[src/design/cacheGeomPkg.sv]
package cacheGeomPkg;

  // address split, tag | index | offset
  localparam int ADDR_W   = 32;
  localparam int OFFSET_W = 5;
  localparam int INDEX_W  = 6;
  localparam int TAG_W    = ADDR_W - INDEX_W - OFFSET_W;

  // line and word geometry
  localparam int WORD_W         = 64;
  localparam int LINE_W         = 256;
  localparam int NUM_SETS       = 1 << INDEX_W;
  localparam int WORDS_PER_LINE = LINE_W / WORD_W;
  localparam int WORD_SEL_W     = $clog2(WORDS_PER_LINE);

  typedef logic [ADDR_W-1:0]     addr_t;
  typedef logic [TAG_W-1:0]      tag_t;
  typedef logic [INDEX_W-1:0]    index_t;
  typedef logic [WORD_W-1:0]     word_t;
  typedef logic [LINE_W-1:0]     line_t;
  typedef logic [WORD_SEL_W-1:0] wordSel_t;
  typedef logic                  way_t;

  // core fetch request
  typedef struct packed {
    addr_t addr;
  } cacheReq_t;

  // one fetched word back to the core
  typedef struct packed {
    word_t data;
  } cacheResp_t;

  function automatic index_t addrIndex(addr_t a);
    return a[OFFSET_W +: INDEX_W];
  endfunction

  function automatic tag_t addrTag(addr_t a);
    return a[ADDR_W-1 -: TAG_W];
  endfunction

  // byte offset bits [2:0] ignored, requests are word aligned
  function automatic wordSel_t addrWordSel(addr_t a);
    return a[OFFSET_W-1 -: WORD_SEL_W];
  endfunction

endpackage
[src/design/tagArray.sv]
`timescale 1ns/100ps

module tagArray
  import cacheGeomPkg::*;
(
  input  logic   clk,
  input  logic   rst_n,
  input  index_t lookupIndex_i,
  input  tag_t   lookupTag_i,
  output logic   hit_o,
  output way_t   hitWay_o,
  output way_t   victimWay_o,
  input  logic   touch_i,
  input  logic   fill_i,
  input  way_t   fillWay_i
);

  // tag storage per way
  tag_t tagMem [2][NUM_SETS];
  // valid bits per way, one per set
  logic [NUM_SETS-1:0] validQ [2];
  // lru bit names the least recently used way
  logic [NUM_SETS-1:0] lruQ;

  logic way0Valid;
  logic way1Valid;
  logic way0Hit;
  logic way1Hit;

  assign way0Valid = validQ[0][lookupIndex_i];
  assign way1Valid = validQ[1][lookupIndex_i];

  // compare both ways at once
  assign way0Hit = way0Valid && (tagMem[0][lookupIndex_i] == lookupTag_i);
  assign way1Hit = way1Valid && (tagMem[1][lookupIndex_i] == lookupTag_i);

  assign hit_o    = way0Hit | way1Hit;
  assign hitWay_o = way_t'(way1Hit);

  // invalid way first, way 0 preferred
  always_comb begin
    if (!way0Valid) begin
      victimWay_o = 1'b0;
    end else if (!way1Valid) begin
      victimWay_o = 1'b1;
    end else begin
      victimWay_o = lruQ[lookupIndex_i];
    end
  end

  // new tag written on fill
  always_ff @(posedge clk) begin
    if (fill_i) begin
      tagMem[fillWay_i][lookupIndex_i] <= lookupTag_i;
    end
  end

  always_ff @(posedge clk or negedge rst_n) begin
    if (!rst_n) begin
      validQ[0] <= '0;
      validQ[1] <= '0;
      lruQ      <= '0;
    end else if (fill_i) begin
      validQ[fillWay_i][lookupIndex_i] <= 1'b1;
      // filled way is now most recent
      lruQ[lookupIndex_i] <= ~fillWay_i;
    end else if (touch_i) begin
      lruQ[lookupIndex_i] <= ~hitWay_o;
    end
  end

endmodule

[config.mk]
export PLATFORM = sky130hd
export DESIGN_NAME = tagArray
export DESIGN_NICKNAME = d
export VERILOG_FILES = /design/src/design/cacheGeomPkg.sv /design/src/design/tagArray.sv
export SDC_FILE = /design/constraint.sdc
export NUM_CORES = 2
export LEC_CHECK = 0
export BUFFER_PORTS_ARGS = -buffer_cell sky130_fd_sc_hd__buf_2
export CAP_MARGIN = 20
export CORE_ASPECT_RATIO = 1.5
export CORE_UTILIZATION = 25
export DETAILED_ROUTE_END_ITERATION = 6
export HOLD_SLACK_MARGIN = 0.08
export PLACE_DENSITY = 0.43
export SYNTH_ARGS = -nofsm -noshare
export SYNTH_HDL_FRONTEND = slang
export SYNTH_SLANG_ARGS = --single-unit
[constraint.sdc]
create_clock -name clk -period 4.6 [get_ports clk]
set_input_delay 0.69 -clock clk [delete_from_list [all_inputs] [get_ports clk]]
set_output_delay 0.69 -clock clk [all_outputs]
set_load 0.1 [all_outputs]
-- Yosys cells after proc, flatten, opt, wreduce, memory -nomap -nowiden
Memory sizes are Yosys's and may differ from the RTL's.
Index checks and enable logic that the tools add are counted.
W data, S select, Z words.
- register bits: 192
- latch bits: 0
- RAM bits: 2688
- bits in read-only memories: 0
- bits of input ports: 32
- output and inout bits: 3
- logic and storage cells: 50
- memories kept: 1
- memories (memory ; words ; width ; read ports ; clocked after memory_dff ; write ports ; line ; source):
    tagMem ; 2 ; 1344 ; 2 ; 0 ; 1 ; tagArray.sv:19 ; tag_t tagMem [2][NUM_SETS];
- $add $sub $neg: 0
- $mul: 0
- div/mod/pow operators: 0
- order comparisons: 6
- equal/unequal tests: 2
- shifts and indexed selects: 0
- multiplexer cells: 26
- bitwise logic cells: 6
- reductions and logical operators: 6
- operators with widths (operator ; count):
    $mux W1344 ; 1
    $bmux W21 S6 ; 2
    $mux W64 ; 3
    $bwmux W64 ; 2
    $or A128 B128 Y128 ; 1
    $demux W21 S6 ; 1
    $mux W21 ; 5
    $demux W64 S1 ; 1
    $eq A21 B21 Y1 ; 2
    $bmux W1 S6 ; 3
    $ge A7 B7 Y1 const B ; 1
    $lt A6 B7 Y1 const B ; 1
    $lt A7 B1 Y1 const B ; 1
    $mux W1 ; 7
    $not A6 Y7 ; 1
    $demux W1 S6 ; 1
    $ge A6 B1 Y1 const B ; 1
    $logic_and A1 B1 Y1 ; 5
    $ge A2 B2 Y1 const B ; 1
    $lt A2 B1 Y1 const B ; 1
    $not A1 Y1 ; 2
    $not A1 Y2 ; 1
    $reduce_bool A2 Y1 ; 1
    $or A1 B1 Y1 ; 1

-- Logic depth before layout (Yosys ltp)
- word-level depth: 10
- depth in mapped cells: 21
- mapped depth without buffers: 9

-- Worst setup path after synthesis
OpenSTA, ideal clock, no wires.
- path kind: input-to-output
- start point: input lookupIndex_i[0]
- end point: output hit_o
- arrival: 5.923 ns
- required time: 3.910 ns
- path slack: -2.013 ns
- cell stages on the path: 18
- buffers on the path: 9
- path through: buf_6 > buf_6 > buf_4 > buf_6 > buf_6 > nor3b_1 > clkbuf_1 > buf_2 > buf_1 > buf_1 > a22oi_1 > a31oi_1 > nor3_1 > nand4_1 > xor2_1 > nor4_2 > nand3_1 > o31ai_1
- word-level cells in the longest chain between the ends: 7
- elaborated cells on any way between the ends: 16
- those cells by class: eq/ne (2); mux (10); bitwise (2); reduce/logical (2)
- ends and longest elaborated chain (item ; line ; source):
    start, declared ; tagArray.sv:8 ; input index_t lookupIndex_i,
    $not A6 Y7 (implied by the code) ; tagArray.sv:34, tagArray.sv:35 ;
    $bmux W21 S6, on equally long branches ; tagArray.sv:34, tagArray.sv:35 ;
    $mux W21, on equally long branches (2 in a row) ; tagArray.sv:34, tagArray.sv:35 ;
    $eq A21 B21 Y1, on equally long branches ; tagArray.sv:34, tagArray.sv:35 ;
    $logic_and A1 B1 Y1, on equally long branches ; tagArray.sv:34, tagArray.sv:35 ;
    $or A1 B1 Y1 * ; tagArray.sv:37 ; assign hit_o = way0Hit | way1Hit;
    end, declared ; tagArray.sv:10 ; output logic hit_o,
Mark *: on every way between the ends. The rest lies on a longest branch, timed or not. The select of a mux whose other input is x is not followed.

-- Worst setup path after layout
Ends and elaborated chain as after synthesis.

==> run summary <==
The number of synthesized register bits is 2,880. The data arrival time of the critical path is ~4500 ps. The checks that failed: design-rule violations, negative setup slack. The core area is approximately 450,000 µm².

The cell area after synthesis is 113,000 µm². The power density over cell area came out at a little over 400 nW/µm². The layout-stage area growth over the synthesis result is 24.4%. Across all setup checks in the final design, the least slack found is -613 ps. In the routed design, unresolved DRC markers number 2. The cell count after synthesis came out at 6,096. For this run the aggregate overflow at the end of global routing stands at 0.

The clock network burns 40.4% of the power. The flow ran to the end, but the final reports show violations. For this run, the slowest stage of the critical path takes 540 ps. The initial antenna violation count is 26. The minimum period implied by the final worst setup slack is 5210 ps.

The fraction of registers with async set or reset after synthesis is 6.67%. The worst hold margin came out at 195 ps. The overall routing resource usage is 20.6%.

The detail route stage leaves a number of antenna-violating nets equal to 0. Among cell families on the critical path, the largest total delay comes from buffers and inverters. The xor/xnor cell area share of the yosys netlist came out at less than 1%.

The final-report hold violation count is 0. The kind of launch point of the worst setup path is an input port. After floorplanning, the core was divided into 301 placement rows. The most used cell along the critical path is buf_12. The clock network latency to the later pin of the worst-skew pair is roughly 900 ps.

The worst-path cell with the longest stage delay is o211ai_1. The maximum number of pins on one net before global-route repair is around 130. The final setup TNS is -1110 ps. Setup repair after global routing could not meet its margin everywhere.

The placed instance area came out at ~130,000 µm². For this run, the leading register cell type out of synthesis is edfxtp_1. The net count of the mapped netlist is 6,128.

The maximum clock skew at final layout is 39.8 ps. The remaining max-slew budget at the tightest pin came out at 13.5%. The critical path class is input port to primary output.

Of all nets on the critical path, the largest fanout is 10. The compound-cell area share of the yosys netlist is 7.89%. The number of optimization iterations in the first detailed-route pass came out at 7.

The portion of netlist area occupied by mux cells came out at 9.35%. The share of power burned in registers came out at 50.9%. Routability-driven placement finished with a final weighted congestion of 0.925. The count of final setup violators is 3. The share of total power dissipated in combinational logic is about 8.7%. The number of pins exceeding their max-slew limit in the final report is 0.

The cell sitting at the root of the clock tree is a clkbuf_16. The maximum root-to-sink buffer count is 4. The routed length per instance is 35.7 µm. The vertical die dimension came out at 824 µm. TritonCTS built the clock tree. The portion of the post-synthesis area used by sequential elements came out at 75.9%. Of the total power, the share spent switching nets is 24.0%. The count of buffers inserted at the top-level ports came out at 34. The detailed placement HPWL came out at 327,000 µm. For this block, the initial DRC count from the detailed router was 7,285. Detailed routing inserted a total of 67,400 vias. The required time reported for the critical path endpoint is 3910 ps. Counting the buffers created by CTS gives 287. The most common cell after layout, fill and taps aside is edfxtp_1. The global-route wire length before repair is 632,000 µm. Cells with a size suffix above 1 make up 34.0% of the layout. In the finished design, the share of the clock period the worst path needs comes to 113%.

The worst path buffer plus inverter count is 8. At the pin with the least slew margin, the transition time is 1300 ps. The adder and majority gate portion of the synthesized area came out at 0%. The count of flip-flops with a built-in enable after synthesis came out at between 2,000 and 3,000. Power comes to between 50 and 60 mW. The final design instance area without fill is 140,000 µm².

The timing-limited maximum frequency is ~190 MHz. The signal on the critical path passes through buf_16 > buf_12 > buf_8 > nor3b_4 > buf_12 > buf_4 > buf_8 > a22oi_1 > and4_4 > o211ai_1 > a2111oi_4 > xnor2_1 > nor3_1 > nand4_1 > o31ai_4 > buf_12 > buf_12. The total die area is 454,000 µm². By area, the combinational part of the netlist is dominated by multiplexers. The starting density of the core is 25.1%. The routed design has 479,000 µm of wire. The total leakage power came out at 46.7 nW. The number of global-route vias before repair is 68,900. The maximum level of the CTS H-tree is 5. The post-synthesis area per instance is 18.5 µm². The number of max-cap violations is 0.

Clock-pin slew was measured on the worst setup and hold paths at 60 ps. During synthesis, Yosys emitted a total of 0 warnings. For this design the top-level I/O count stands at 35. The number of sinks on the clock net came out at about 2,900. The cell internal power dissipation is 43.6 mW. The net switching component of the power is ~14 mW. Summing the areas of all and, or, nand and nor instances in the mapped netlist gives 4.41% of the synthesized area.

The net count of the finished layout is 7,288. The post-synthesis cell type count came out at around 100. The worst voltage drop across the vdd grid is 0.259 mV. In the routed layout, each cell is associated on average with a via count of ~5. The top cell types in the final layout, fill and taps aside, are edfxtp_1, buf_4, clkbuf_16, a22oi_1, mux4_2. The x dimension of the die is 550 µm. The critical path capture point type is a primary output. The worst hold path belongs to the class input port to flop.
[through the flow]
stage	setup slack (ps)	util [%]	instances
2_1_floorplan	-589	-	6096
3_3_place_gp	-1370	28.9	12800
3_5_place_dp	-1270	28.9	12800
4_1_cts	-670	31.0	13300
5_1_grt	-653	31.3	13400
6_report	-613	31.3	13400
[Yosys cell counts (25+ instances only)]
cell type | instances | area (µm²)
mux2_2 | 119 | 1340
a31oi_1 | 38 | 238
nor4bb_1 | 27 | 270
a221o_1 | 54 | 541
edfxtp_1 | 2688 | 80700
mux4_1 | 25 | 657
buf_1 | 44 | 165
mux4_2 | 261 | 5880
nand2_1 | 228 | 856
nor2_1 | 209 | 785
clkbuf_1 | 132 | 495
o21ai_0 | 135 | 676
nand3_1 | 39 | 195
dfrtp_1 | 192 | 4800
o22ai_1 | 87 | 544
a2111oi_0 | 26 | 228
o21ai_2 | 56 | 490
a21oi_1 | 110 | 551
a211oi_1 | 28 | 210
or2_2 | 134 | 838
mux2i_1 | 257 | 2570
a22oi_1 | 279 | 2090
a22o_1 | 44 | 385
buf_2 | 109 | 546
a221oi_1 | 163 | 1430
nand4_1 | 37 | 231
nand2b_1 | 26 | 163
buf_4 | 60 | 450
buf_6 | 49 | 552
[final cells by class]
cell class,instances,area (µm²)
diodes,36,90.1
well taps,5908,7390
flip-flops and latches,2880,85500
multi-input cells,2795,25800
repair buffers,1278,12500
clock buffers,375,7760
fillers,43500,308000
clock inverters,130,1100
inverters,14,67.6
[cells by family after synthesis]
kind of cell              after synthesis
DFF                                  2880
muxes                                 669
buffers and inverters                 421
and+or+nand+nor                       904
xor gates and xnor gates               35
AOI/OAI and AO/OA                    1187
[worst reg2reg max path: cells and delay by family, from the launching register on]
family / cells / cell delay, ps
AND/OR/NAND/NOR: 4 / 1760
multiplexers: 1 / 270
buffers and inverters: 3 / 560
flip-flops: 1 / 350
AO/OA/AOI/OAI: 4 / 920
[worst paths after layout]
path                       slack, ps                      from  cells after the start                   endpoint
min in group asynchronous        430                     rst_n                      2     validQ[98]$_DFFE_PN0P_
setup / recovery                -610          lookupIndex_i[0]                     17                      hit_o
hold reg to reg                  470    validQ[54]$_DFFE_PN0P_                      1     validQ[54]$_DFFE_PN0P_
setup reg to reg                 560  tagMem[1][340]$_DFFE_PP_                     12       lruQ[32]$_DFFE_PN0P_
hold / removal                   190            lookupTag_i[6]                      1  tagMem[0][1161]$_DFFE_PP_
max in group asynchronous       2640                     rst_n                      3     validQ[59]$_DFFE_PN0P_
[repair_timing]
action	in CTS	in global routing
endpoints found under the setup margin	3	3
gates cloned	2	4
buffers inserted	20	55
pin swaps	26	38
hold buffers	3	0
endpoints found under the hold margin	59	0
resized for setup	79	92
[sequential cells by signal, indices dropped and copies added, names as in the netlist]
signal  count
tagMem   2688
lruQ       64
validQ    128
[power groups by stage]
stage                     registers [mW]  clock network, mW  logic [mW]
after CTS                           29.2               23.5        4.88
after global routing                29.2               24.4        5.10
after floorplan                     29.7                  0        1.84
final                               29.2               23.1        5.00
after global placement              29.7                  0        4.77
after detailed placement            29.7                  0        4.80
[routing by layer]
layer / share of wire, % / vias up / global-route usage, %
met5: 0.0052 / - / 0
met4: 9.2 / 4 / 15.9
met3: 4.6 / 871 / 2.40
met2: 50 / 2606 / 36.3
met1: 36 / 36400 / 22.6
li1: - / 27500 / -
(Power assumes the default switching activity.)
