## src/design/cacheGeomPkg.sv

```systemverilog
package cacheGeomPkg;

  // address split, tag | index | offset
  localparam int ADDR_W   = 32;
  localparam int OFFSET_W = 5;
  localparam int INDEX_W  = 6;
  localparam int TAG_W    = ADDR_W - INDEX_W - OFFSET_W;

  // line and word geometry
  localparam int WORD_W         = 64;
  localparam int LINE_W         = 256;
  localparam int NUM_SETS       = 1 << INDEX_W;
  localparam int WORDS_PER_LINE = LINE_W / WORD_W;
  localparam int WORD_SEL_W     = $clog2(WORDS_PER_LINE);

  typedef logic [ADDR_W-1:0]     addr_t;
  typedef logic [TAG_W-1:0]      tag_t;
  typedef logic [INDEX_W-1:0]    index_t;
  typedef logic [WORD_W-1:0]     word_t;
  typedef logic [LINE_W-1:0]     line_t;
  typedef logic [WORD_SEL_W-1:0] wordSel_t;
  typedef logic                  way_t;

  // core fetch request
  typedef struct packed {
    addr_t addr;
  } cacheReq_t;

  // one fetched word back to the core
  typedef struct packed {
    word_t data;
  } cacheResp_t;

  function automatic index_t addrIndex(addr_t a);
    return a[OFFSET_W +: INDEX_W];
  endfunction

  function automatic tag_t addrTag(addr_t a);
    return a[ADDR_W-1 -: TAG_W];
  endfunction

  // byte offset bits [2:0] ignored, requests are word aligned
  function automatic wordSel_t addrWordSel(addr_t a);
    return a[OFFSET_W-1 -: WORD_SEL_W];
  endfunction

endpackage
```

## src/design/refillBusPkg.sv

```systemverilog
package refillBusPkg;

  import cacheGeomPkg::*;

  // beats per line refill, one word per beat
  localparam int BEATS_PER_LINE = 4;
  localparam int BEAT_CNT_W     = $clog2(BEATS_PER_LINE);

  typedef logic [BEAT_CNT_W-1:0] beatCnt_t;

  // line request toward memory
  // offset bits always zero
  typedef struct packed {
    addr_t lineAddr;
  } lineReq_t;

  // refill beat from memory, no back-pressure
  typedef struct packed {
    word_t data;
    logic  last;
  } refillBeat_t;

endpackage

```

## src/design/refillUnit.sv

```systemverilog
`timescale 1ns/100ps

module refillUnit
  import cacheGeomPkg::*;
  import refillBusPkg::*;
(
  input  logic        clk,
  input  logic        rst_n,
  input  logic        start_i,
  input  addr_t       startAddr_i,
  output logic        lineReqValid_o,
  input  logic        lineReqReady_i,
  output lineReq_t    lineReq_o,
  input  logic        beatValid_i,
  input  refillBeat_t beat_i,
  output logic        fillDone_o,
  output line_t       line_o
);

  logic     lineReqValidQ;
  lineReq_t lineReqQ;
  beatCnt_t beatCnt;
  line_t    lineBuf;
  logic     fillDoneQ;

  // request held until memory side takes it
  always_ff @(posedge clk or negedge rst_n) begin
    if (!rst_n) begin
      lineReqValidQ <= 1'b0;
    end else if (start_i) begin
      lineReqValidQ <= 1'b1;
    end else if (lineReqReady_i) begin
      lineReqValidQ <= 1'b0;
    end
  end

  // line aligned address
  always_ff @(posedge clk) begin
    if (start_i) begin
      lineReqQ.lineAddr <= {startAddr_i[ADDR_W-1:OFFSET_W], {OFFSET_W{1'b0}}};
    end
  end

  // beat counter and done pulse
  always_ff @(posedge clk or negedge rst_n) begin
    if (!rst_n) begin
      beatCnt   <= '0;
      fillDoneQ <= 1'b0;
    end else begin
      fillDoneQ <= beatValid_i && beat_i.last;
      if (beatValid_i) begin
        beatCnt <= beat_i.last ? '0 : beatCnt + 1'b1;
      end
    end
  end

  // lowest word arrives first
  always_ff @(posedge clk) begin
    if (beatValid_i) begin
      lineBuf[WORD_W*beatCnt +: WORD_W] <= beat_i.data;
    end
  end

  assign lineReqValid_o = lineReqValidQ;
  assign lineReq_o      = lineReqQ;
  assign fillDone_o     = fillDoneQ;
  assign line_o         = lineBuf;

endmodule

```

## config.mk

```make
export PLATFORM = sky130hd
export DESIGN_NAME = refillUnit
export DESIGN_NICKNAME = d
export VERILOG_FILES = /design/src/design/cacheGeomPkg.sv /design/src/design/refillBusPkg.sv /design/src/design/refillUnit.sv
export SDC_FILE = /design/constraint.sdc
export NUM_CORES = 1
export LEC_CHECK = 0
export ABC_AREA = 1
export BUFFER_PORTS_ARGS = -buffer_cell sky130_fd_sc_hd__buf_2
export CAP_MARGIN = 20
export CORE_AREA = 2 2 151 153
export DETAILED_ROUTE_END_ITERATION = 7
export DIE_AREA = 0 0 153 155
export MAX_ROUTING_LAYER = met4
export PLACE_DENSITY = 0.8
export SETUP_SLACK_MARGIN = 0.1
export SLEW_MARGIN = 0
export SYNTH_ARGS = -nofsm -noshare
export SYNTH_HDL_FRONTEND = slang
export SYNTH_SLANG_ARGS = --single-unit
```

## constraint.sdc

```tcl
create_clock -name clk -period 4.1 [get_ports clk]
set_input_delay 0.205 -clock clk [delete_from_list [all_inputs] [get_ports clk]]
set_output_delay 0.205 -clock clk [all_outputs]
set_load 0.03 [all_outputs]
```

After elaboration in Yosys (flattened, before gate mapping):

Cells that the tools add are included.

* multiplexer cells: 4
* shift-type cells: 2
* add/sub/neg operators: 2
* reduce and logical (&&, ||, !) cells: 2

Operator list (count)
* $bwmux W256: 1
* $shift A64 B34 Y256 const A: 1
* $shiftx A64 B34 Y256: 1
* $neg A8 Y34: 1
* $add A2 B1 Y2 const B: 1
* $mux W1: 2
* $mux W2: 1
* $reduce_bool A2 Y1: 1
* $logic_and A1 B1 Y1: 1

* bits of input ports: 102
* word-level logic and storage cells: 15
* output and inout bits: 290
* register bits after elaboration: 287

Longest topological paths before layout:

Gate-level depths: netlist of run 1.

* depth in word-level cells: 3
* gate-level depth with buffers: 8
* gate-level depth less buffers: 5

Worst setup path before layout of run 1:

No wires, ideal clock.

* path type: reg2reg
* from: register beatCnt[0] (netlist name)
* to: register lineBuf[0], in the netlist line_o[0] (enable)
* setup time: 418 ps
* path slack: 1580 ps
* data arrival time: 2102 ps
* cell stages (with the launch flop): 5
* buffers on the path: 0
* required time: 3682 ps
* clock period less this slack: 2520 ps
* cell sequence: dfrtp_1 -> inv_1 -> ha_1 -> nand2_1 -> inv_1

RTL lines
* to (signal, indexed assignment): line refillUnit.sv:60 `lineBuf[WORD_W*beatCnt +: WORD_W] <= beat_i.data;`
* to (decl): line refillUnit.sv:23 `line_t lineBuf;`

Worst setup path after layout of run 1:

* from: register beatCnt[0]
* to: register lineBuf[107], in the netlist line_o[107] (data pin)

* word-level cells in the longest chain between the ends: 3
* elaborated cells on any way between the ends: 4
* classes of those cells: add/sub (1); shift (2); mux (1)

Ends and longest elaborated chain
* from (decl): line refillUnit.sv:22 `beatCnt_t beatCnt;`
* from (signal assigned): line refillUnit.sv:52 `beatCnt <= beat_i.last ? '0 : beatCnt + 1'b1;`
* $neg A8 Y34 (*): line refillUnit.sv:60
* $shiftx A64 B34 Y256 / $shift A64 B34 Y256 (equally long branches): line refillUnit.sv:60
* $bwmux W256 (*): line refillUnit.sv:60

Mark *: on every way between the ends. The rest lies on a longest branch, timed or not.
A chain may end at the register's enable or synchronous reset.

==> impl_metrics.ini, run 1 <==
[grt]
grt_antenna_before_repair = 3
grt_max_degree = 105
grt_pass1_wl_um = 49800
grt_pass1_vias = 8103
track_usage_pct = 28.9
overflow = 0

[timing]
period_share_pct = 70.8
relSlewSlack_pct = 34.0
setup_viol = 0
max_freq_mhz = 344
hold_viol_final = 0
clock_skew_ns = 0.0144
finalWorstSetupSlack_ns = 1.20
period_needed_ns = 2.90
drv_slew = 0
final.setup.tns_ns = 0
rsz0062_at_grt = no
timing.hold.ws_ns = 0.0214
worstMarginPinSlew_ns = 0.987

[worst_setup_path]
cp_max_fo = 51
required_ns = 4.40
arrival_ns = 3.20
cp-end-kind = flop
crit_chain = inv_1 > ha_1 > nand2_2 > buf_4 > nor2_1
crit_path_top_delay_cell = nand2_2
critPathKind = flop to flop
startpoint_type = flop
max_stage_delay_ns = 0.75

[synth]
ys_ff_latch = 287
synth_top_area_share_pct = 76.8
yosysTopAreaCell = edfxtp_1
synth_adder_area_share_pct = 0.566
yosysSeqAreaShare_pct = 77.8
synth_xor_area_share_pct = 0
syn_area_um2 = 11100
synth_warnings = 0
synth.area.mux_share_pct = 0
ys_types = 15
syn_area_per_cell_um2 = 13.2
synth_area_leaders = edfxtp_1 (77%), nor2_1 (8.7%), nand3_1 (5.9%), nand2_1 (2.5%), buf_2 (1.9%)
postSynthCellCount = 837
yosys.area_share.simple_pct = 17.3
synth_compound_area_share_pct = 0.0679
synth_top_family_by_area = simple AND/OR/NAND/NOR gates

[detailed_routing]
ant_nets = 0
drc_errors = 0
drtIter0Drc = 930
dr.pass1.iters = 5
wire_per_inst_um = 22.1
via_per_inst = 5.38
vias = 8320
wirelength_um = 34200

[power]
p_per_area_nw_per_um2 = 515
p_leak_nw = 5.88
ir_drop_uv = 368

[place]
dp.cells = 1456
hpwl_um = 23100
post-place-ws_ns = 1.20
port_buffers = 381
gp_congestion = 0.955

[cells_and_area]
seqCellArea_um2 = 8600
fill_cells = 1644
fin_nets = 1343
area_delta_synth_final_pct = 29.6
multi_input_area_um2 = 2010
final_cells = 1546
layout-drive-gt1-share_pct = 35.6

[clock_tree]
clockBufferDepth = 3
clock_sinks = 287
cts-root-buf = clkbuf_16
cts_inserted_buffers = 29
cts_setup_buffers = 0
clk_latency_ns = 0.55
cts_tree = yes
cts.htree.levels = 1
clk_pin_slew_ns = 0.06

[floorplan]
io_pins = 392
dieHeight_um = 155
coreArea_um2 = 22200
start_util_pct = 49.7
fp-row-count = 55
die-width_um = 153
die_area_um2 = 23700

[run]
maxCapViolCount = 0

[min_path]
hold_class = input port to flop

[status]
outcome = finished clean
critical path: cells and delay by family, from the launching register on:
family                   cells  cell delay (ns)
AND/OR/NAND/NOR              2             0.82
adder cells (fa/ha/maj)      1             0.46
flip-flops                   1             0.74
buffers and inverters        2             0.60
power by group:
part | switching [mW] | internal (mW)
clock network | 1.12 | 1.48
logic | 1.01 | 0.288
registers | 0.0552 | 3.42
total | 2.19 | 5.20
kinds of logic after synthesis:
logic type | count (synthesis)
compound gates | 1
flops | 287
fa+ha+maj | 5
other cells | 1
simple gates | 464
buf+inv | 79
state kept, by name, summed over array words and instances (netlist names):
register and cells:
fillDone_o 1, lineReqValid_o 1, line_o 256, lineReq_o 27, beatCnt 2
metal layers:
| metal | vias to the layer above | global-route usage, % | wire (um) |
|---|---|---|---|
| met5 | - | - | 0 |
| met4 | 0 | 10.1 | 1200 |
| met1 | 3994 | 40.2 | 13400 |
| met3 | 83 | 4.62 | 3460 |
| li1 | 3689 | - | - |
| met2 | 554 | 44.2 | 16200 |
per-stage QoR:
stage	instance area [um2]	utilization [%]	total power, mW
final	14300	64.5	7.38
after global routing	14300	64.5	7.59
after CTS	14300	64.3	7.34
after detailed placement	13000	58.7	4.79
after global placement	13000	58.7	4.76
after floorplan	11100	-	4.43
cells in the mapped netlist:
library cell and number:
inv_2 2, dfrtp_1 4, conb_1 1, inv_1 12, nand2_2 3, o21bai_1 1, edfxtp_1 283, buf_4 7
nand2_1 74, clkbuf_1 2, buf_2 43, nand3_1 130, nor2_1 257, ha_1 5, buf_6 13
layout make-up:
class                      count  share of cell area [%]
timing repair buffer         429                    16.6
inverter                      14                   0.384
tap                          285                    2.49
multi-input combinational    475                    14.0
antenna                        3                  0.0524
clock buffer                  34                    5.20
clock inverter                19                    1.22
sequential                   287                    60.0
cell usage in the layout, fill, tap and decap left out:
cell type	n
conb_1	5
nand2_2	4
clkinvlp_4	3
ha_1	4
dfrtp_1	3
buf_12	1
dlygate4sd3_1	33
clkinv_2	3
o21bai_1	1
bufinv_16	3
buf_4	13
ha_2	1
clkinv_4	1
clkbuf_16	29
inv_2	5
diode_2	3
nand2_1	73
buf_2	381
edfxtp_1	283
inv_4	1
inv_6	1
buf_16	1
clkbuf_1	5
inv_1	8
nand3_1	130
clkinv_1	8
dfrtp_2	1
nor2_1	257
path summary, 6_finish.rpt:
path	startpoint	to	slack (ns)	cells past startpoint
worst max-delay path	beatCnt[0]	line_o[107]	1.20	5
worst min-delay path	beat_i[56]	line_o[55]	0.02	3
worst max register to register	beatCnt[0]	line_o[107]	1.20	5
worst min register to register	lineReqValid_o	lineReqValid_o	0.54	2
max in group asynchronous	rst_n	beatCnt[0]	3.34	3
min in group asynchronous	rst_n	beatCnt[1]	0.57	3
what timing repair did:
action	CTS	global route
resized for setup	0	0
hold endpoints to repair	35	0
setup endpoints to repair	0	0
hold buffers	33	0
No activity file was read; power rests on OpenSTA's default activity.
==> run 2: changes to the inputs <==
--- a/config.mk
+++ b/config.mk
@@ -8,9 +8,8 @@
 export ABC_AREA = 1
 export BUFFER_PORTS_ARGS = -buffer_cell sky130_fd_sc_hd__buf_2
 export CAP_MARGIN = 20
-export CORE_AREA = 2 2 151 153
+export CORE_UTILIZATION = 50
 export DETAILED_ROUTE_END_ITERATION = 7
-export DIE_AREA = 0 0 153 155
 export MAX_ROUTING_LAYER = met4
 export PLACE_DENSITY = 0.8
 export SETUP_SLACK_MARGIN = 0.1
==> constraint.sdc (replaced) <==
create_clock -name clk -period 2.9 [get_ports clk]
set_input_delay 0.145 -clock clk [delete_from_list [all_inputs] [get_ports clk]]
set_output_delay 0.145 -clock clk [all_outputs]
set_load 0.03 [all_outputs]
==> run 2 against run 1 <==
Critical path depth is 1 higher. Clock-buffer cell count rose by 2. Critical endpoint is now line_o[68]. Final cell count increased by 1.1%. Sequential share of layout area is 1.2 points lower.
==> impl_metrics.ini, run 2 (synthesized netlist as in run 1, its figures left out) <==
[floorplan]
start_util_pct = 50.8
die-width_um = 151
die_area_um2 = 22700
coreArea_um2 = 21800
dieHeight_um = 151
fp-row-count = 54
io_pins = 392

[timing]
rsz0062_at_grt = no
setup_viol = 0
hold_viol_final = 0
worstMarginPinSlew_ns = 0.769
finalWorstSetupSlack_ns = 0.830
relSlewSlack_pct = 48.7
period_needed_ns = 2.07
max_freq_mhz = 483
drv_slew = 0
period_share_pct = 71.4
final.setup.tns_ns = 0
clock_skew_ns = 0.00861

[place]
hpwl_um = 23100
gp_congestion = 0.987
port_buffers = 381
post-place-ws_ns = 0.875
placed_area_um2 = 13100

[clock_tree]
cts.htree.levels = 1
cts_tree = yes
cts-root-buf = clkbuf_16
clockBufferDepth = 3
ctsResizeCount = 0
cts_inserted_buffers = 29
clk_pin_slew_ns = 0.06
clock_sinks = 287
clk_latency_ns = 0.53

[grt]
overflow = 0
grt_antenna_before_repair = 4
grt_max_degree = 68
grt_pass1_vias = 8118
grt_pass1_wl_um = 49500
track_usage_pct = 31.3

[cells_and_area]
fin_nets = 1365
area_delta_synth_final_pct = 32.2
final_cell_mix = buf_2 (381), edfxtp_1 (283), nor2_1 (257), nand3_1 (130), nand2_1 (73)
layout-drive-gt1-share_pct = 35.3
fin_area_um2 = 14600
final_common_cell = buf_2
largest_register_ffs = 256

[min_path]
hold_class = input port to flop

[worst_setup_path]
crit_family = buffers and inverters
startpoint_type = flop
critical_path_buf_inv_count = 3
required_ns = 3.28
cp_max_fo = 67
arrival_ns = 2.45
cp-end-kind = flop
crit_chain = inv_1 > ha_2 > inv_4 > buf_4 > nand3_1 > nor2_1
max_stage_delay_ns = 0.50
critPathKind = flop to flop
crit_path_top_delay_cell = inv_4

[detailed_routing]
ant_nets = 0
dr.pass1.iters = 6
wire_per_inst_um = 22.8
vias = 8566
drtIter0Drc = 1002
drc_errors = 0
wirelength_um = 35600
via_per_inst = 5.48

[power]
p_leak_nw = 6.02
p_per_area_nw_per_um2 = 730
ir_drop_uv = 446

[status]
outcome = finished clean

[run]
maxCapViolCount = 0
run 2: worst reg2reg max path, stage by stage, from the launching register on:
cell     delay [ns]
dfrtp_2        0.37
inv_1          0.10
ha_2           0.23
inv_4          0.50
buf_4          0.37
nand3_1        0.18
nor2_1         0.17
run 2: layout make-up:
| class | instances | area (um2) |
|---|---|---|
| Fill cell | 1528 | 7140 |
| Multi-Input combinational cell | 475 | 2010 |
| Clock inverter | 16 | 210 |
| Tap cell | 280 | 350 |
| Antenna cell | 4 | 10.0 |
| Inverter | 14 | 55.1 |
| Timing Repair Buffer | 451 | 2640 |
| Clock buffer | 36 | 752 |
| Sequential cell | 287 | 8600 |
run 2: final timing paths:
path	from	endpoint	slack, ns	cells past startpoint
min in group asynchronous	rst_n	fillDone_o	0.53	3
worst max register to register	beatCnt[0]	line_o[68]	0.83	6
max in group asynchronous	rst_n	beatCnt[0]	2.14	3
worst min-delay path	beat_i[6]	line_o[133]	0.01	3
worst max-delay path	beatCnt[0]	line_o[68]	0.83	6
worst min register to register	lineReqValid_o	lineReqValid_o	0.57	2
run 2: routing by layer:
layer | vias up | routed length, um | global-route usage, %
li1 | 3724 | - | -
met1 | 4081 | 12900 | 41.6
met2 | 666 | 17200 | 48.1
met3 | 95 | 4260 | 5.61
met4 | 0 | 1270 | 12.5
met5 | - | 0 | -
run 2: through the flow:
stage | power [mW] | std cells | utilization, % | hold WS, ns
after global placement | 6.78 | 1455 | 60.3 | -0.0407
after global routing | 11.0 | 1563 | 67.2 | 0.0114
after CTS | 10.6 | 1559 | 67.2 | 0.00000785
after detailed placement | 6.82 | 1455 | 60.3 | -0.0384
final | 10.7 | 1563 | 67.2 | 0.0122
after floorplan | 6.27 | 841 | - | -0.151
run 2: what timing repair did:
action / in CTS / in global routing
hold buffers: 52 / 0
buffers inserted: 0 / 0
endpoints found under the hold margin: 67 / 0
run 2: report_power, final:
group | switching [mW] | leakage (nW) | internal, mW | total [mW]
clock network | 1.56 | 0.467 | 2.28 | 3.84
logic | 1.47 | 2.70 | 0.451 | 1.92
registers | 0.0689 | 2.85 | 4.84 | 4.91
==> run 3: changes to the inputs <==
==> constraint.sdc (replaced) <==
create_clock -name clk -period 2 [get_ports clk]
set_input_delay 0.1 -clock clk [delete_from_list [all_inputs] [get_ports clk]]
set_output_delay 0.1 -clock clk [all_outputs]
set_load 0.03 [all_outputs]
==> run 3 against run 2 <==
Critical path type unchanged. Non-clock buffer count up 49. Highest routed layer unchanged. Critical path depth unchanged. Clock-buffer cell count decreased by 3. Clock skew increased by 0.0052 ns. Critical endpoint is now line_o[1]. Sequential share of layout area shrank 2.3 points. Via count is 1.7% higher. Combinational power grew 55%. Flip-flop and latch count is the same. Hold slack better by 0.13 ns. The run now ends with DRC left.
==> impl_metrics.ini, run 3 (synthesized netlist as in run 1, its figures left out) <==
[detailed_routing]
ant_nets = 0
wirelength_um = 35000
drtIter0Drc = 1131
wire_per_inst_um = 21.7
via_per_inst = 5.41
drc_errors = 1
dr.pass1.iters = 8
vias = 8712

[status]
outcome = finished with violations
violations = DRC

[timing]
period_share_pct = 89.1
clock_skew_ns = 0.0138
relSlewSlack_pct = 54.9
period_needed_ns = 1.78
max_freq_mhz = 561
setup_viol = 0
drv_slew = 0
worstMarginPinSlew_ns = 0.676
rsz0062_at_grt = no
final.setup.tns_ns = 0
hold_viol_final = 0

[cells_and_area]
final_common_cell = buf_2
final_cell_mix = buf_2 (381), edfxtp_1 (283), nor2_1 (257), nand3_1 (130), dlygate4sd3_1 (97)
fill_cells = 1469
layout-drive-gt1-share_pct = 35.0
fin_nets = 1414
area_delta_synth_final_pct = 37.5
largest_register_ffs = 256

[worst_setup_path]
startpoint_type = flop
rrSetupSlack_ns = 0.22
worstReg2RegStart = beatCnt[0]
r2r-end = line_o[1]
cp_max_fo = 64
cp-end-kind = flop
critPathKind = flop to flop
ff2ff_path_depth = 6
required_ns = 2.40
arrival_ns = 2.18

[power]
finalPower_mw = 15.4
p_per_area_nw_per_um2 = 1010
p_leak_nw = 6.22
ir_drop_uv = 588

[place]
hpwl_um = 22900
port_buffers = 381
gp_congestion = 0.927

[floorplan]
fp-row-count = 54
io_pins = 392
start_util_pct = 50.8
dieHeight_um = 151
coreArea_um2 = 21800
die_area_um2 = 22700
die-width_um = 151

[grt]
grt_pass1_wl_um = 49600
overflow = 0
track_usage_pct = 31.1
grt_pass1_vias = 8322
grt_max_degree = 84
grt_antenna_before_repair = 0

[clock_tree]
clk_latency_ns = 0.55
cts_tree = yes
cts-root-buf = clkbuf_16
cts.htree.levels = 1
clk_pin_slew_ns = 0.06
clockBufferDepth = 3
cts_inserted_buffers = 29
clock_sinks = 287

[run]
maxCapViolCount = 0

[min_path]
hold_depth = 1
whs_endpoint = lineReq_o[26]
min_from = start_i
hold_class = input port to flop
-- run 3: cell type report --
class,count,area (um2),share of cell area (%)
Timing Repair Buffer,500,3230,21.2
Sequential cell,287,8600,56.5
Antenna cell,1,2.50,0.0165
Inverter,14,70.1,0.461
Clock inverter,19,176,1.16
Tap cell,280,350,2.30
Multi-Input combinational cell,475,2040,13.4
Clock buffer,33,741,4.87
-- run 3: how the worst max path moves through the flow --
stage | from | end | slack [ns] | depth (start not counted)
global placement | beatCnt[0] | line_o[32] | 0.16 | 6
CTS | beatCnt[0] | line_o[83] | 0.16 | 6
detailed placement | beatCnt[0] | line_o[1] | 0.06 | 6
global route | beatCnt[0] | line_o[60] | 0.13 | 6
floorplan | beatCnt[0] | line_o[128] | -0.04 | 4
finish | beatCnt[0] | line_o[1] | 0.22 | 6
-- run 3: metrics by stage --
| step | utilization [%] | instance area [um2] | hold WS (ns) | cells | setup slack (ns) |
|---|---|---|---|---|---|
| 2_1_floorplan | - | 11100 | -0.196 | 841 | -0.0444 |
| 3_3_place_gp | 61.2 | 13300 | -0.0838 | 1459 | 0.157 |
| 3_5_place_dp | 61.2 | 13300 | -0.0779 | 1459 | 0.0579 |
| 4_1_cts | 69.9 | 15200 | 0.117 | 1608 | 0.163 |
| 5_1_grt | 69.9 | 15200 | 0.144 | 1608 | 0.131 |
| 6_report | 69.9 | 15200 | 0.144 | 1609 | 0.218 |
-- run 3: timing repair --
item	4_1_cts	5_1_grt
hold endpoints to repair	203	0
setup buffers	0	0
hold buffers	97	0
endpoints found under the setup margin	4	7
resized for setup	1	2
-- run 3: metal layers --
metal / global-route usage (%) / up-vias / part of all wire [%] / wire length, um
met3: 5.15 / 100 / 12 / 4130
li1: - / 3824 / - / -
met2: 47.4 / 668 / 48 / 16700
met5: - / - / 0 / 0
met1: 42.4 / 4120 / 37 / 12800
met4: 11.3 / 0 / 3.6 / 1260
-- run 3: report_power, final --
group,leakage (nW),total [mW],internal (mW),switching [mW]
sequential,2.85,7.11,7.02,0.0976
clock,0.450,5.31,3.04,2.27
combinational,2.92,2.97,0.805,2.16
total,6.22,15.4,10.9,4.53
-- run 3: worst max-delay path: stages, from the launching register on --
cell	delay [ns]
dfrtp_2	0.45
inv_2	0.14
ha_4	0.25
inv_2	0.07
clkbuf_8	0.42
nand3_1	0.16
nor2_1	0.14
