$ cat config.mk
export PLATFORM = sky130hd
export DESIGN_NAME = cacheCtrl
export DESIGN_NICKNAME = d
export VERILOG_FILES = /design/src/design/cacheGeomPkg.sv /design/src/design/cacheCtrl.sv
export SDC_FILE = /design/constraint.sdc
export NUM_CORES = 1
export LEC_CHECK = 0
export ABC_CLOCK_PERIOD_IN_PS = 7600
export BUFFER_PORTS_ARGS = -buffer_cell sky130_fd_sc_hd__clkbuf_2
export CAP_MARGIN = 20
export CORE_AREA = 5 5 366 368
export CTS_CLUSTER_SIZE = 14
export DETAILED_ROUTE_END_ITERATION = 12
export DIE_AREA = 0 0 371 373
export SYNTH_ARGS = -nofsm -noshare
export SYNTH_HDL_FRONTEND = slang
export SYNTH_SLANG_ARGS = --single-unit
$ cat constraint.sdc
create_clock -name clk -period 7.6 [get_ports clk]
set_clock_uncertainty 0.1 [all_clocks]
set_input_delay 0 -clock clk [delete_from_list [all_inputs] [get_ports clk]]
set_output_delay 0 -clock clk [all_outputs]
set_load 0.005 [all_outputs]
$ cat src/design/cacheGeomPkg.sv
package cacheGeomPkg;

  // address split, tag | index | offset
  localparam int ADDR_W   = 32;
  localparam int OFFSET_W = 5;
  localparam int INDEX_W  = 6;
  localparam int TAG_W    = ADDR_W - INDEX_W - OFFSET_W;

  // line and word geometry
  localparam int WORD_W         = 64;
  localparam int LINE_W         = 256;
  localparam int NUM_SETS       = 1 << INDEX_W;
  localparam int WORDS_PER_LINE = LINE_W / WORD_W;
  localparam int WORD_SEL_W     = $clog2(WORDS_PER_LINE);

  typedef logic [ADDR_W-1:0]     addr_t;
  typedef logic [TAG_W-1:0]      tag_t;
  typedef logic [INDEX_W-1:0]    index_t;
  typedef logic [WORD_W-1:0]     word_t;
  typedef logic [LINE_W-1:0]     line_t;
  typedef logic [WORD_SEL_W-1:0] wordSel_t;
  typedef logic                  way_t;

  // core fetch request
  typedef struct packed {
    addr_t addr;
  } cacheReq_t;

  // one fetched word back to the core
  typedef struct packed {
    word_t data;
  } cacheResp_t;

  function automatic index_t addrIndex(addr_t a);
    return a[OFFSET_W +: INDEX_W];
  endfunction

  function automatic tag_t addrTag(addr_t a);
    return a[ADDR_W-1 -: TAG_W];
  endfunction

  // byte offset bits [2:0] ignored, requests are word aligned
  function automatic wordSel_t addrWordSel(addr_t a);
    return a[OFFSET_W-1 -: WORD_SEL_W];
  endfunction

endpackage
$ cat src/design/cacheCtrl.sv
`timescale 1ns/100ps

module cacheCtrl
  import cacheGeomPkg::*;
(
  input  logic       clk,
  input  logic       rst_n,
  // core request
  input  logic       reqValid_i,
  output logic       reqReady_o,
  input  cacheReq_t  req_i,
  // core response
  output logic       respValid_o,
  input  logic       respReady_i,
  output cacheResp_t resp_o,
  // tag array
  output index_t     lookupIndex_o,
  output tag_t       lookupTag_o,
  input  logic       hit_i,
  input  way_t       hitWay_i,
  input  way_t       victimWay_i,
  output logic       touch_o,
  output logic       fill_o,
  output way_t       fillWay_o,
  // line memories
  output logic [1:0] sramEn_o,
  output logic [1:0] sramWe_o,
  output index_t     sramIndex_o,
  input  line_t      way0Line_i,
  input  line_t      way1Line_i,
  // refill
  output logic       refillStart_o,
  output addr_t      refillAddr_o,
  input  logic       fillDone_i,
  input  line_t      fillLine_i
);

  typedef enum logic [2:0] {IDLE, LOOKUP, MISS, FILL, REPLAY} ctrlState_t;

  ctrlState_t state;
  ctrlState_t stateNext;
  cacheReq_t  reqLatch;
  cacheResp_t respQ;
  logic       respValidQ;
  logic       slotFree;
  logic       accept;
  logic       respond;
  line_t      hitLine;
  word_t      hitWord;

  // output slot empty or drained this edge
  assign slotFree = !respValidQ || respReady_i;
  assign respond  = (state == LOOKUP) && hit_i && slotFree;

  // ready in idle, or behind a hit that answers now
  assign reqReady_o = ((state == IDLE) || (state == LOOKUP && hit_i)) && slotFree;
  assign accept     = reqValid_i && reqReady_o;

  always_comb begin
    stateNext = state;
    case (state)
      IDLE:    if (accept) stateNext = LOOKUP;
      LOOKUP: begin
        if (!hit_i) begin
          stateNext = MISS;
        end else if (slotFree) begin
          stateNext = accept ? LOOKUP : IDLE;
        end
      end
      MISS:    if (fillDone_i) stateNext = FILL;
      FILL:    stateNext = REPLAY;
      REPLAY:  stateNext = LOOKUP;
      default: stateNext = IDLE;
    endcase
  end

  always_ff @(posedge clk or negedge rst_n) begin
    if (!rst_n) begin
      state <= IDLE;
    end else begin
      state <= stateNext;
    end
  end

  // request latch, used through lookup, miss and replay
  always_ff @(posedge clk) begin
    if (accept) begin
      reqLatch <= req_i;
    end
  end

  assign lookupIndex_o = addrIndex(reqLatch.addr);
  assign lookupTag_o   = addrTag(reqLatch.addr);
  assign touch_o       = respond;
  assign fill_o        = (state == FILL);
  assign fillWay_o     = victimWay_i;

  // read both ways on accept or replay, write victim on fill
  assign sramWe_o    = (state == FILL) ? (2'b01 << victimWay_i) : 2'b00;
  assign sramEn_o    = {2{accept || (state == REPLAY)}} | sramWe_o;
  assign sramIndex_o = accept ? addrIndex(req_i.addr) : addrIndex(reqLatch.addr);

  // miss found in lookup, refill request next cycle
  assign refillStart_o = (state == LOOKUP) && !hit_i;
  assign refillAddr_o  = reqLatch.addr;

  // word select from hit way
  assign hitLine = hitWay_i ? way1Line_i : way0Line_i;
  assign hitWord = hitLine[WORD_W*addrWordSel(reqLatch.addr) +: WORD_W];

  always_ff @(posedge clk or negedge rst_n) begin
    if (!rst_n) begin
      respValidQ <= 1'b0;
    end else if (respond) begin
      respValidQ <= 1'b1;
    end else if (respReady_i) begin
      respValidQ <= 1'b0;
    end
  end

  // held while back-pressured
  always_ff @(posedge clk) begin
    if (respond) begin
      respQ.data <= hitWord;
    end
  end

  assign respValid_o = respValidQ;
  assign resp_o      = respQ;

endmodule

### Word-level counts from Yosys, hierarchy flattened

Cells that the tools add are included.

* bits in registers: 100
* bits in latches: 0
* RAM bits: 0
* memory bits (read-only): 0
* output and inout bits: 139
* memories: 0

* add/sub/neg operators: 0
* $mul: 0
* div/mod/pow operators: 0
* order comparisons: 0
* equality and inequality tests: 7
* shifts and indexed selects: 2
* multiplexer cells: 11
* bitwise logic cells: 1
* reductions and logical operators: 13

Operators with widths (number)
* 2-to-1 mux 256 bit: 1
* indexed part select 256 x 9 -> 64 bit: 1
* case mux 3 bit (5 select lines): 1
* 2-to-1 mux 3 bit: 4
* equality test 3 x 2 -> 1 bit, second input constant: 2
* 2-to-1 mux 6 bit: 1
* logical AND 1 bit: 5
* != test 2 bit, second input constant: 2
* equality test 3 x 1 -> 1 bit, second input constant: 1
* equality test 3 bit, second input constant: 1
* logical NOT 3 bit: 1
* logical OR 1 bit: 3
* 2-to-1 mux 1 bit: 3
* != test 3 bit, second input constant: 1
* AND reduction 3 bit: 1
* logical NOT 1 bit: 2
* 2-to-1 mux 2 bit: 1
* OR 2 bit: 1
* nonzero test 2 bit: 1
* << shifter 1 x 1 -> 2 bit, first input constant: 1

### Longest topological paths before layout

Gate-level depths: netlist of run 1.

* depth in word-level cells: 9
* mapped depth: 5
* gate-level depth less buffers: 5

### Worst setup path before layout of run 1

Ideal clock, no wire load.

* kind: register to register
* from: reg state[0]
* to: reg respQ (netlist bit resp_o[0]), enable pin
* setup time: 0.489 ns
* arrival: 3.450 ns
* required time: 7.011 ns
* slack: 3.561 ns
* cell stages (with the launch flop): 4
* path buffers: 0
* period minus slack after synthesis: 4.039 ns
* path through: dfrtp_1 > nor2b_1 > nand3_1 > nor2_1

* longest elaborated chain between the ends: 3

RTL lines
* start, declared: line cacheCtrl.sv:40 `ctrlState_t state;`
* start signal, assigned: line cacheCtrl.sv:81 `state <= stateNext;`
* equality test 3 x 1 -> 1 bit: line cacheCtrl.sv:53 `assign respond = (state == LOOKUP) && hit_i && slotFree;`
* logical AND 1 bit (2 in series): line cacheCtrl.sv:53
* via touch_o: line cacheCtrl.sv:22 `output logic touch_o,`
* end, declared: line cacheCtrl.sv:43 `cacheResp_t respQ;`

The timed path passes the listed nets, and every way through them passes these cells.
A chain may end at the register's enable or synchronous reset.

### Worst setup path after layout of run 1

* from: reg reqLatch (netlist bit refillAddr_o[3])
* to: reg respQ (netlist bit resp_o[17]), data pin

* longest elaborated chain between the ends: 1

RTL lines
* start, declared: line cacheCtrl.sv:42 `cacheReq_t reqLatch;`
* start signal, assigned: line cacheCtrl.sv:88 `reqLatch <= req_i;`
* indexed part select 256 x 9 -> 64 bit: line cacheCtrl.sv:109 `assign hitWord = hitLine[WORD_W*addrWordSel(reqLatch.addr) +: WORD_W];`
* via hitWord[17]: line cacheCtrl.sv:49 `word_t hitWord;`

The timed path passes the listed nets, and every way through them passes these cells.

==> results of run 1 <==
-- kinds of logic after synthesis --
logic type	after synthesis
mux	199
flops	100
buf+inv	69
simple gates	21
compound gates	4
-- flip-flops by register name, summed over array words and instances (netlist names) --
signal        flops
state             3
refillAddr_o     32
respValid_o       1
resp_o           64
-- cell type report --
type | instances | area, um^2
antenna | 14 | 35.03
clock buffer | 9 | 225.2
clock inverter | 7 | 102.6
fill | 14960 | 115900
inverter | 5 | 18.77
multi-input combinational | 224 | 3821
sequential | 100 | 2983
tap | 1755 | 2196
timing repair buffer | 859 | 5155
-- stage by stage --
step,instances,util [%],instance area (um^2),hold WS (ns)
finish,2973,11.14,14540,0.07402
global route,2968,11.13,14520,0.04456
CTS,2959,11.12,14500,0.01984
detailed placement,2781,9.621,12550,-0.2905
global placement,2781,9.621,12550,-0.2910
floorplan,393,-,7257,-0.3956
-- worst max path at each step --
stage	depth (start not counted)	end	from	slack [ns]
final	5	resp_o[17]	refillAddr_o[3]	3.69
after global routing	5	resp_o[13]	refillAddr_o[3]	3.43
after CTS	5	resp_o[19]	refillAddr_o[3]	3.63
after detailed placement	3	resp_o[54]	refillAddr_o[3]	4.47
after global placement	3	resp_o[54]	refillAddr_o[3]	4.47
after floorplan	3	resp_o[0]	state[0]	3.56
-- placed cells by master, fill, tap and decap left out, types with 2 or more instances in the layout --
| master | Yosys | routed |
|---|---|---|
| buf_12 | 0 | 2 |
| buf_4 | 31 | 6 |
| clkbuf_16 | 0 | 9 |
| clkbuf_2 | 0 | 689 |
| clkinv_4 | 0 | 2 |
| clkinv_8 | 0 | 2 |
| dfrtp_1 | 4 | 4 |
| diode_2 | 0 | 14 |
| dlygate4sd3_1 | 0 | 162 |
| edfxtp_1 | 96 | 96 |
| inv_1 | 5 | 5 |
| inv_8 | 0 | 2 |
| mux2_2 | 70 | 70 |
| mux4_2 | 128 | 128 |
| nand2_1 | 4 | 4 |
| nand2b_1 | 2 | 2 |
| nand3_1 | 2 | 2 |
| nor2_1 | 6 | 5 |
| nor2b_1 | 2 | 2 |
-- routing by layer --
layer	routed length [um]	vias up	GRT usage, %
met5	117	-	0
met4	1655	18	3.288
met3	7600	67	4.133
met2	25770	653	12.71
met1	23200	3836	9.542
li1	-	3317	-
-- worst reg2reg max path: stages (launching register included) --
cell	delay, ns
edfxtp_1	0.83
buf_12	0.53
mux4_2	0.83
dlygate4sd3_1	0.56
mux2_2	0.27
dlygate4sd3_1	0.55
-- cell usage after synthesis, drive strengths merged --
| cell type | instances | area share, % |
|---|---|---|
| nand3b | 1 | 0.10 |
| mux2i | 1 | 0.14 |
| nand2 | 4 | 0.21 |
| clkbuf | 13 | 0.67 |
| o21ai | 1 | 0.069 |
| nand2b | 2 | 0.17 |
| mux2 | 70 | 11 |
| nor2b | 2 | 0.17 |
| nand4 | 1 | 0.086 |
| edfxtp | 96 | 40 |
| and2 | 1 | 0.086 |
| inv | 5 | 0.26 |
| mux4 | 128 | 40 |
| nor3b | 1 | 0.10 |
| nor2 | 6 | 0.31 |
| dfrtp | 4 | 1.4 |
| buf | 51 | 5.4 |
| a32oi | 1 | 0.12 |
| a21oi | 1 | 0.069 |
| o211ai | 1 | 0.10 |
| nand3 | 2 | 0.14 |
| and3 | 1 | 0.086 |
-- power by group through the flow --
stage	Combinational, mW	Clock (mW)	Sequential, mW
floorplan	0.659	0	0.853
global placement	1.29	0	0.856
detailed placement	1.30	0	0.859
CTS	1.48	0.622	0.847
global route	1.55	0.629	0.857
finish	1.41	0.576	0.845
==> impl_metrics.ini, run 1 <==
[worst_setup_path]
r2r_slack_ns = 3.69
crit-reg2reg-launch = refillAddr_o[3]
crit_chain = buf_12 > mux4_2 > dlygate4sd3_1 > mux2_2 > dlygate4sd3_1
r2r_cells = 5
worstPathMaxFanout = 89
crit_path_end_kind = flop
cp.arrival_ns = 3.99
slowest_stage = edfxtp_1
crit_top_cell = dlygate4sd3_1
critPathRequiredTime_ns = 7.68
crit_type = reg -> reg
critPathLaunchType = flop
crit_buf_inv = 3
critical-path-top-delay-family = buffers and inverters
rr_endpoint = resp_o[17]
max_stage_delay_ns = 0.83

[yosys]
yosysSeqAreaShare_pct = 41.10
ys_ff_latch = 100
synth_fa_ha_area_share_pct = 0
synth_compound_area_share_pct = 0.3621
synth_xor_area_share_pct = 0
synth_nets = 1201
syn_avg_cell_area_um2 = 18.47
synthSimpleGateAreaFrac_pct = 1.466
synth_top_family_by_area = multiplexers
ys_types = 25
syn_inst = 393
synth_area_mm2 = 0.007257
yosys_warnings = 0
synth_mux_area_share_pct = 50.72

[worst_hold_path]
hold_path_depth = 3
hold_path.startpoint = way0Line_i[228]
min_path_type = in -> reg
hold_end = resp_o[36]

[timing]
fmax_mhz = 255.8
min_period_over_period_pct = 51.44
finalMaxSlewViolations = 0
layout_setup_ws_ns = 3.690
grt_setup_unrepaired = false
setup_viol = 0
fin_crit_ns = 3.910
tns_ns = 0
tightest_slew_ns = 0.8221
slew_headroom_pct = 45.07
hold_viol = 0

[clock_network]
path_clk_slew_ns = 0.10
cts.repair.resized = 0
clk_latency_ns = 0.41
tritoncts = yes
cts_made_buffers = 9
clk_path_buf_depth = 2
cts_hold_buf = 162
cts_sinks = 100
cts.htree.levels = 3
cts_root_buffer = clkbuf_16
cts_setup_buffers = 0

[power_and_ir_drop]
pwr-share-comb_pct = 49.9
clkPwrFrac_pct = 20.3
sequentialPowerShare_pct = 29.8
p_int_mw = 1.778
swShare_pct = 37.29
p_sw_mw = 1.057
power_mw = 2.835
power_density_mw_per_mm2 = 195.0
leakage_nw = 5.879
peakVddDrop_v = 0.0001161

[placement]
gp_congestion = 0.8301
io_buffers = 690
place_ws_ns = 4.469
dp_hpwl_mm = 51.25

[route]
drt_iter0_markers = 324
vias = 7891
dr.pass1.iters = 5
antenna_left = 0
drc = 0
wl_per_cell_um = 19.62
via_per_inst = 2.654
wl_mm = 58.34

[floorplan]
io_pins = 947
die_area_mm2 = 0.1384
die_w_um = 371
die_h_um = 373
start_util_pct = 5.562
core_mm2 = 0.1305
fp-row-count = 133

[global_route]
grt_pass1_vias = 8728
grt_pass1_wl_mm = 74.04
grt_max_degree = 90
grt.total_usage_pct = 8.174
antenna_found_initial = 61
grt-ovfl-total = 0

[finish]
area_delta_synth_final_pct = 100.3
drive_gt1_share_pct = 75.75
fin_nets = 2007

[status]
status = finished, final reports clean

[flow_run]
drv_cap = 0
Note: power is estimated with default switching activity, not from simulation.
==> inputs of run 2 (changes only) <==
--- a/config.mk
+++ b/config.mk
@@ -5,7 +5,8 @@
 export SDC_FILE = /design/constraint.sdc
 export NUM_CORES = 1
 export LEC_CHECK = 0
-export ABC_CLOCK_PERIOD_IN_PS = 7600
+export ABC_AREA = 1
+export ABC_CLOCK_PERIOD_IN_PS = 3700
 export BUFFER_PORTS_ARGS = -buffer_cell sky130_fd_sc_hd__clkbuf_2
 export CAP_MARGIN = 20
 export CORE_AREA = 5 5 366 368
==> constraint.sdc (replaced) <==
create_clock -name clk -period 3.7 [get_ports clk]
set_clock_uncertainty 0.1 [all_clocks]
set_input_delay 0 -clock clk [delete_from_list [all_inputs] [get_ports clk]]
set_output_delay 0 -clock clk [all_outputs]
set_load 0.005 [all_outputs]
==> impl_metrics.ini, run 2 <==
[worst_hold_path]
hold_path_depth = 5
min_path_type = in -> reg

[global_route]
grt_pass1_wl_mm = 115.2
grt-ovfl-total = 0
antenna_found_initial = 119
grt_pass1_vias = 12080
grt_max_degree = 126
grt.total_usage_pct = 12.80

[placement]
gp_congestion = 0.8764
dp_hpwl_mm = 79.71
io_buffers = 690
placed_area_mm2 = 0.01318

[route]
drc = 0
wl_per_cell_um = 24.52
wl_met1_mm = 42.67
route.met3.wl_mm = 11.40
via_per_inst = 3.290
vias = 12370
dr.pass1.iters = 5
wl_mm = 92.19
drt_iter0_markers = 835
antenna_left = 0
dr.max_layer_used = met5
wl_met2_mm = 35.52

[clock_network]
clk_path_buf_depth = 2
cts.repair.resized = 0
tritoncts = yes
cts_sinks = 100
cts_made_buffers = 9
clk_latency_ns = 0.43
cts.htree.levels = 3
cts_root_buffer = clkbuf_16
path_clk_slew_ns = 0.11

[timing]
setup_viol = 0
grt_setup_unrepaired = false
tightest_slew_ns = 1.021
slew_headroom_pct = 31.92
tns_ns = 0
min_period_over_period_pct = 92.39
fin_crit_ns = 3.418
hold_viol = 0
fmax_mhz = 292.5
finalMaxSlewViolations = 0

[yosys]
synth_top_family_by_area = simple AND/OR/NAND/NOR gates
ys_top_cells_by_area = edfxtp_1 (36%), o21ai_0 (14%), nor2_1 (13%)
syn_avg_cell_area_um2 = 7.137
synth_fa_ha_area_share_pct = 0
synthSimpleGateAreaFrac_pct = 23.40
yosys_warnings = 0
synth_area_leader_cell = edfxtp_1
synth_xor_area_share_pct = 0
ys_ff_latch = 100
synth_area_mm2 = 0.007923
yosysSeqAreaShare_pct = 37.65
syn_inst = 1110
dominantRegCellSynth = edfxtp_1
synth_edf_count = 96
synth_common_cells = nor2_1 (265), o21ai_0 (226), nand2_1 (219)
ys_types = 21
async_reset_ff_share_pct = 4.000
synth_nets = 1918
synth_top_area_share_pct = 36.39
synth_mux_area_share_pct = 8.086
synth_most_common_cell = nor2_1
synth_compound_area_share_pct = 21.57

[worst_setup_path]
cp.arrival_ns = 3.51
crit_type = reg -> reg
slowest_stage = dlygate4sd3_1
critPathRequiredTime_ns = 3.80
crit_top_cell = dlygate4sd3_1
crit_chain = buf_12 > buf_12 > nor2_1 > o21ai_0 > dlygate4sd3_1 > o21ai_1 > dlygate4sd3_1 > nand2_1 > nand2_1 > dlygate4sd3_1
crit_path_end_kind = flop
critPathLaunchType = flop
max_stage_delay_ns = 0.58
worstPathMaxFanout = 80
r2r_cells = 10

[flow_run]
drv_cap = 0

[finish]
final_area_mm2 = 0.01619
layout_common_cells = clkbuf_2 (689), nor2_1 (265), dlygate4sd3_1 (261)
drive_gt1_share_pct = 37.13
largest_reg_flops = 64
layout_commonest_cell = clkbuf_2
area_delta_synth_final_pct = 104.4
fin_nets = 2788

[power_and_ir_drop]
power_density_mw_per_mm2 = 389.6
peakVddDrop_v = 0.0003277
power_mw = 6.309
leakage_nw = 7.192

[status]
status = finished, final reports clean

[floorplan]
die_w_um = 371
fp-row-count = 133
io_pins = 947
die_h_um = 373
start_util_pct = 6.073
die_area_mm2 = 0.1384
core_mm2 = 0.1305
==> run 2: logic make-up after synthesis <==
kind of cell	count (synthesis)
and+or+nand+nor	490
buffers and inverters	132
AOI/OAI and AO/OA	324
DFF	100
muxes	64
==> run 2: cell type report <==
class	count	area (um^2)
Tap cell	1755	2196
Sequential cell	100	2983
Antenna cell	20	50.05
Inverter	14	62.56
Timing Repair Buffer	977	6371
Clock buffer	9	225.2
Clock inverter	7	90.09
Multi-Input combinational cell	878	4215
Fill cell	15240	114300
==> run 2: power by group <==
group,internal [mW],switching (mW)
Clock,0.487,0.676
Combinational,1.55,1.86
Sequential,1.62,0.111
Total,3.66,2.65
==> run 2: metal layers <==
layer	up-vias	track usage, %
li1	5552	-
met1	5688	17.64
met2	905	18.12
met3	183	5.983
met4	44	2.663
met5	-	0
==> run 2: timing repair <==
item / 4_1_cts / 5_1_grt
hold endpoints to repair: 103 / 0
endpoints found under the setup margin: 0 / 15
hold buffers: 261 / 0
buffers inserted: 0 / 2
==> run 2: path summary, 6_finish.rpt <==
check | start | slack, ns | end
setup reg to reg | refillAddr_o[3] | 0.28 | resp_o[44]
setup / recovery | refillAddr_o[3] | 0.28 | resp_o[44]
max in group asynchronous | rst_n | 2.93 | respValid_o
hold / removal | way1Line_i[47] | 0.04 | resp_o[47]
hold reg to reg | state[2] | 0.53 | state[1]
min in group asynchronous | rst_n | 0.36 | state[1]
==> run 2: stage by stage <==
| stage | cells | setup WS (ns) | hold slack (ns) | util (%) |
|---|---|---|---|---|
| finish | 3760 | 0.2817 | 0.03502 | 12.41 |
| global route | 3749 | 0.1765 | 0.05543 | 12.39 |
| CTS | 3737 | 0.07180 | 0.002626 | 12.35 |
| detailed placement | 3460 | 1.252 | -0.2862 | 10.10 |
| global placement | 3459 | 1.262 | -0.2885 | 10.10 |
| floorplan | 1110 | 0.7033 | -0.3956 | - |
==> run 2: critical path: cells and delay by family, from the launching register on <==
kind	cells	cell delay (ns)
buf+inv	5	2.09
compound gates	2	0.16
simple gates	3	0.25
flops	1	0.41
==> inputs of run 3 (changes only) <==
--- a/config.mk
+++ b/config.mk
@@ -10,6 +10,7 @@
 export BUFFER_PORTS_ARGS = -buffer_cell sky130_fd_sc_hd__clkbuf_2
 export CAP_MARGIN = 20
 export CORE_AREA = 5 5 366 368
+export CTS_BUF_LIST = sky130_fd_sc_hd__clkbuf_4 sky130_fd_sc_hd__clkbuf_8
 export CTS_CLUSTER_SIZE = 14
 export DETAILED_ROUTE_END_ITERATION = 12
 export DIE_AREA = 0 0 371 373
==> impl_metrics.ini, run 3 (synthesis results as in run 2) <==
[status]
status = finished, final reports clean

[placement]
placed_area_mm2 = 0.01318
io_buffers = 690
gp_congestion = 0.8764
dp_hpwl_mm = 79.71
place_ws_ns = 1.252

[timing]
tns_ns = 0
setup_viol = 0
finalMaxSlewViolations = 0
grt_setup_unrepaired = false
fmax_mhz = 290.5
tightest_slew_ns = 1.095
layout_setup_ws_ns = 0.2578
hold_viol = 0
hold_slack_ns = 0.1147
slew_headroom_pct = 26.23
fin_crit_ns = 3.442
min_period_over_period_pct = 93.03

[route]
drc = 0
wl_per_cell_um = 24.37
dr.pass1.iters = 5
wl_mm = 92.93
via_per_inst = 3.312
drt_iter0_markers = 881
vias = 12630
antenna_left = 0

[floorplan]
io_pins = 947
fp-row-count = 133
die_area_mm2 = 0.1384
die_w_um = 371
die_h_um = 373
core_mm2 = 0.1305
start_util_pct = 6.073

[finish]
layout_commonest_cell = clkbuf_2
area_delta_synth_final_pct = 108.7
fin_nets = 2829
layout_common_cells = clkbuf_2 (689), dlygate4sd3_1 (302), nor2_1 (265)
drive_gt1_share_pct = 36.38
final_area_mm2 = 0.01653
largest_reg_flops = 64

[worst_setup_path]
worstPathMaxFanout = 71
slowest_stage = dlygate4sd3_1
crit_path_end_kind = flop
crit_type = reg -> reg
crit_chain = buf_12 > buf_12 > nor2_1 > o21ai_0 > dlygate4sd3_1 > o21ai_1 > dlygate4sd3_1 > nand2_1 > nand2_1 > dlygate4sd3_1
cp.arrival_ns = 3.61
crit_buf_inv = 5
r2r_slack_ns = 0.26
crit_top_cell = dlygate4sd3_1
critPathRequiredTime_ns = 3.86
critical-path-top-delay-family = buffers and inverters
path_depth = 10
critPathLaunchType = flop
r2r_cells = 10
max_stage_delay_ns = 0.61

[worst_hold_path]
hold_path_depth = 2
min_path_type = in -> reg

[global_route]
use_met3_pct = 5.964
grt_pass1_vias = 12320
grt_pass1_wl_mm = 116.2
top_usage_layer = met2
use_met1_pct = 17.70
grt_max_degree = 126
grt_use_met2_pct = 18.19
antenna_found_initial = 118
grt.total_usage_pct = 12.88
grt-ovfl-total = 0

[power_and_ir_drop]
swShare_pct = 42.87
power_density_mw_per_mm2 = 373.5
leakage_nw = 7.308
p_int_mw = 3.527
sequentialPowerShare_pct = 28.0
p_sw_mw = 2.647
peakVddDrop_v = 0.0003202
pwr-share-comb_pct = 57.1
power_mw = 6.174
clkPwrFrac_pct = 14.9

[clock_network]
cts_root_buffer = clkbuf_8
clk_path_buf_depth = 2
cts.repair.resized = 0
cts_sinks = 100
cts_made_buffers = 9
clk_latency_ns = 0.53
path_clk_slew_ns = 0.14
tritoncts = yes
cts.htree.levels = 3

[flow_run]
drv_cap = 0
## run 3: cell types whose count changed in the layout (fill, tap and decap cells not counted), sizes merged
cell,change
diode,+12
dlygate4sd3,+41
## run 3: worst register-to-register path: cells and delay by family, from the launching register on
family | cells | cell delay (ns)
flip-flops | 1 | 0.42
AND/OR/NAND/NOR | 3 | 0.33
buffers and inverters | 5 | 2.17
AO/OA/AOI/OAI | 2 | 0.17
## run 3: layout make-up
cell class | instances | area [um^2]
antenna | 32 | 80.08
clock inverter | 7 | 90.09
multi-input combinational | 878 | 4215
clock buffer | 9 | 123.9
fill | 15210 | 113900
timing repair buffer | 1018 | 6782
sequential | 100 | 2983
tap | 1755 | 2196
inverter | 14 | 62.56
## run 3: power by group through the flow
stage	Combinational (mW)	Clock (mW)	Sequential (mW)
5_1_grt	3.86	1.03	1.75
2_1_floorplan	1.28	0	1.78
4_1_cts	3.49	1.03	1.74
3_5_place_dp	2.68	0	1.77
3_3_place_gp	2.66	0	1.76
6_report	3.53	0.917	1.73
## run 3: through the flow
stage	utilization (%)	instances
after floorplan	-	1110
after global placement	10.10	3459
after detailed placement	10.10	3460
after CTS	12.58	3778
after global routing	12.63	3791
final	12.67	3813
## run 3: repair_timing
item,CTS,global route
buffers inserted,0,2
endpoints found under the setup margin,0,23
hold buffers,302,0
endpoints found under the hold margin,113,0
## run 3: layer usage
layer / wire length [um] / up-vias
met5: 264 / -
met4: 2541 / 44
met3: 11480 / 187
met2: 35730 / 942
met1: 42900 / 5811
li1: - / 5643
## run 3: final timing paths
check / start / to
setup / recovery: refillAddr_o[3] / resp_o[63]
hold reg to reg: state[2] / state[1]
setup reg to reg: refillAddr_o[3] / resp_o[63]
max in group asynchronous: rst_n / respValid_o
min in group asynchronous: rst_n / state[1]
hold / removal: req_i[25] / refillAddr_o[25]
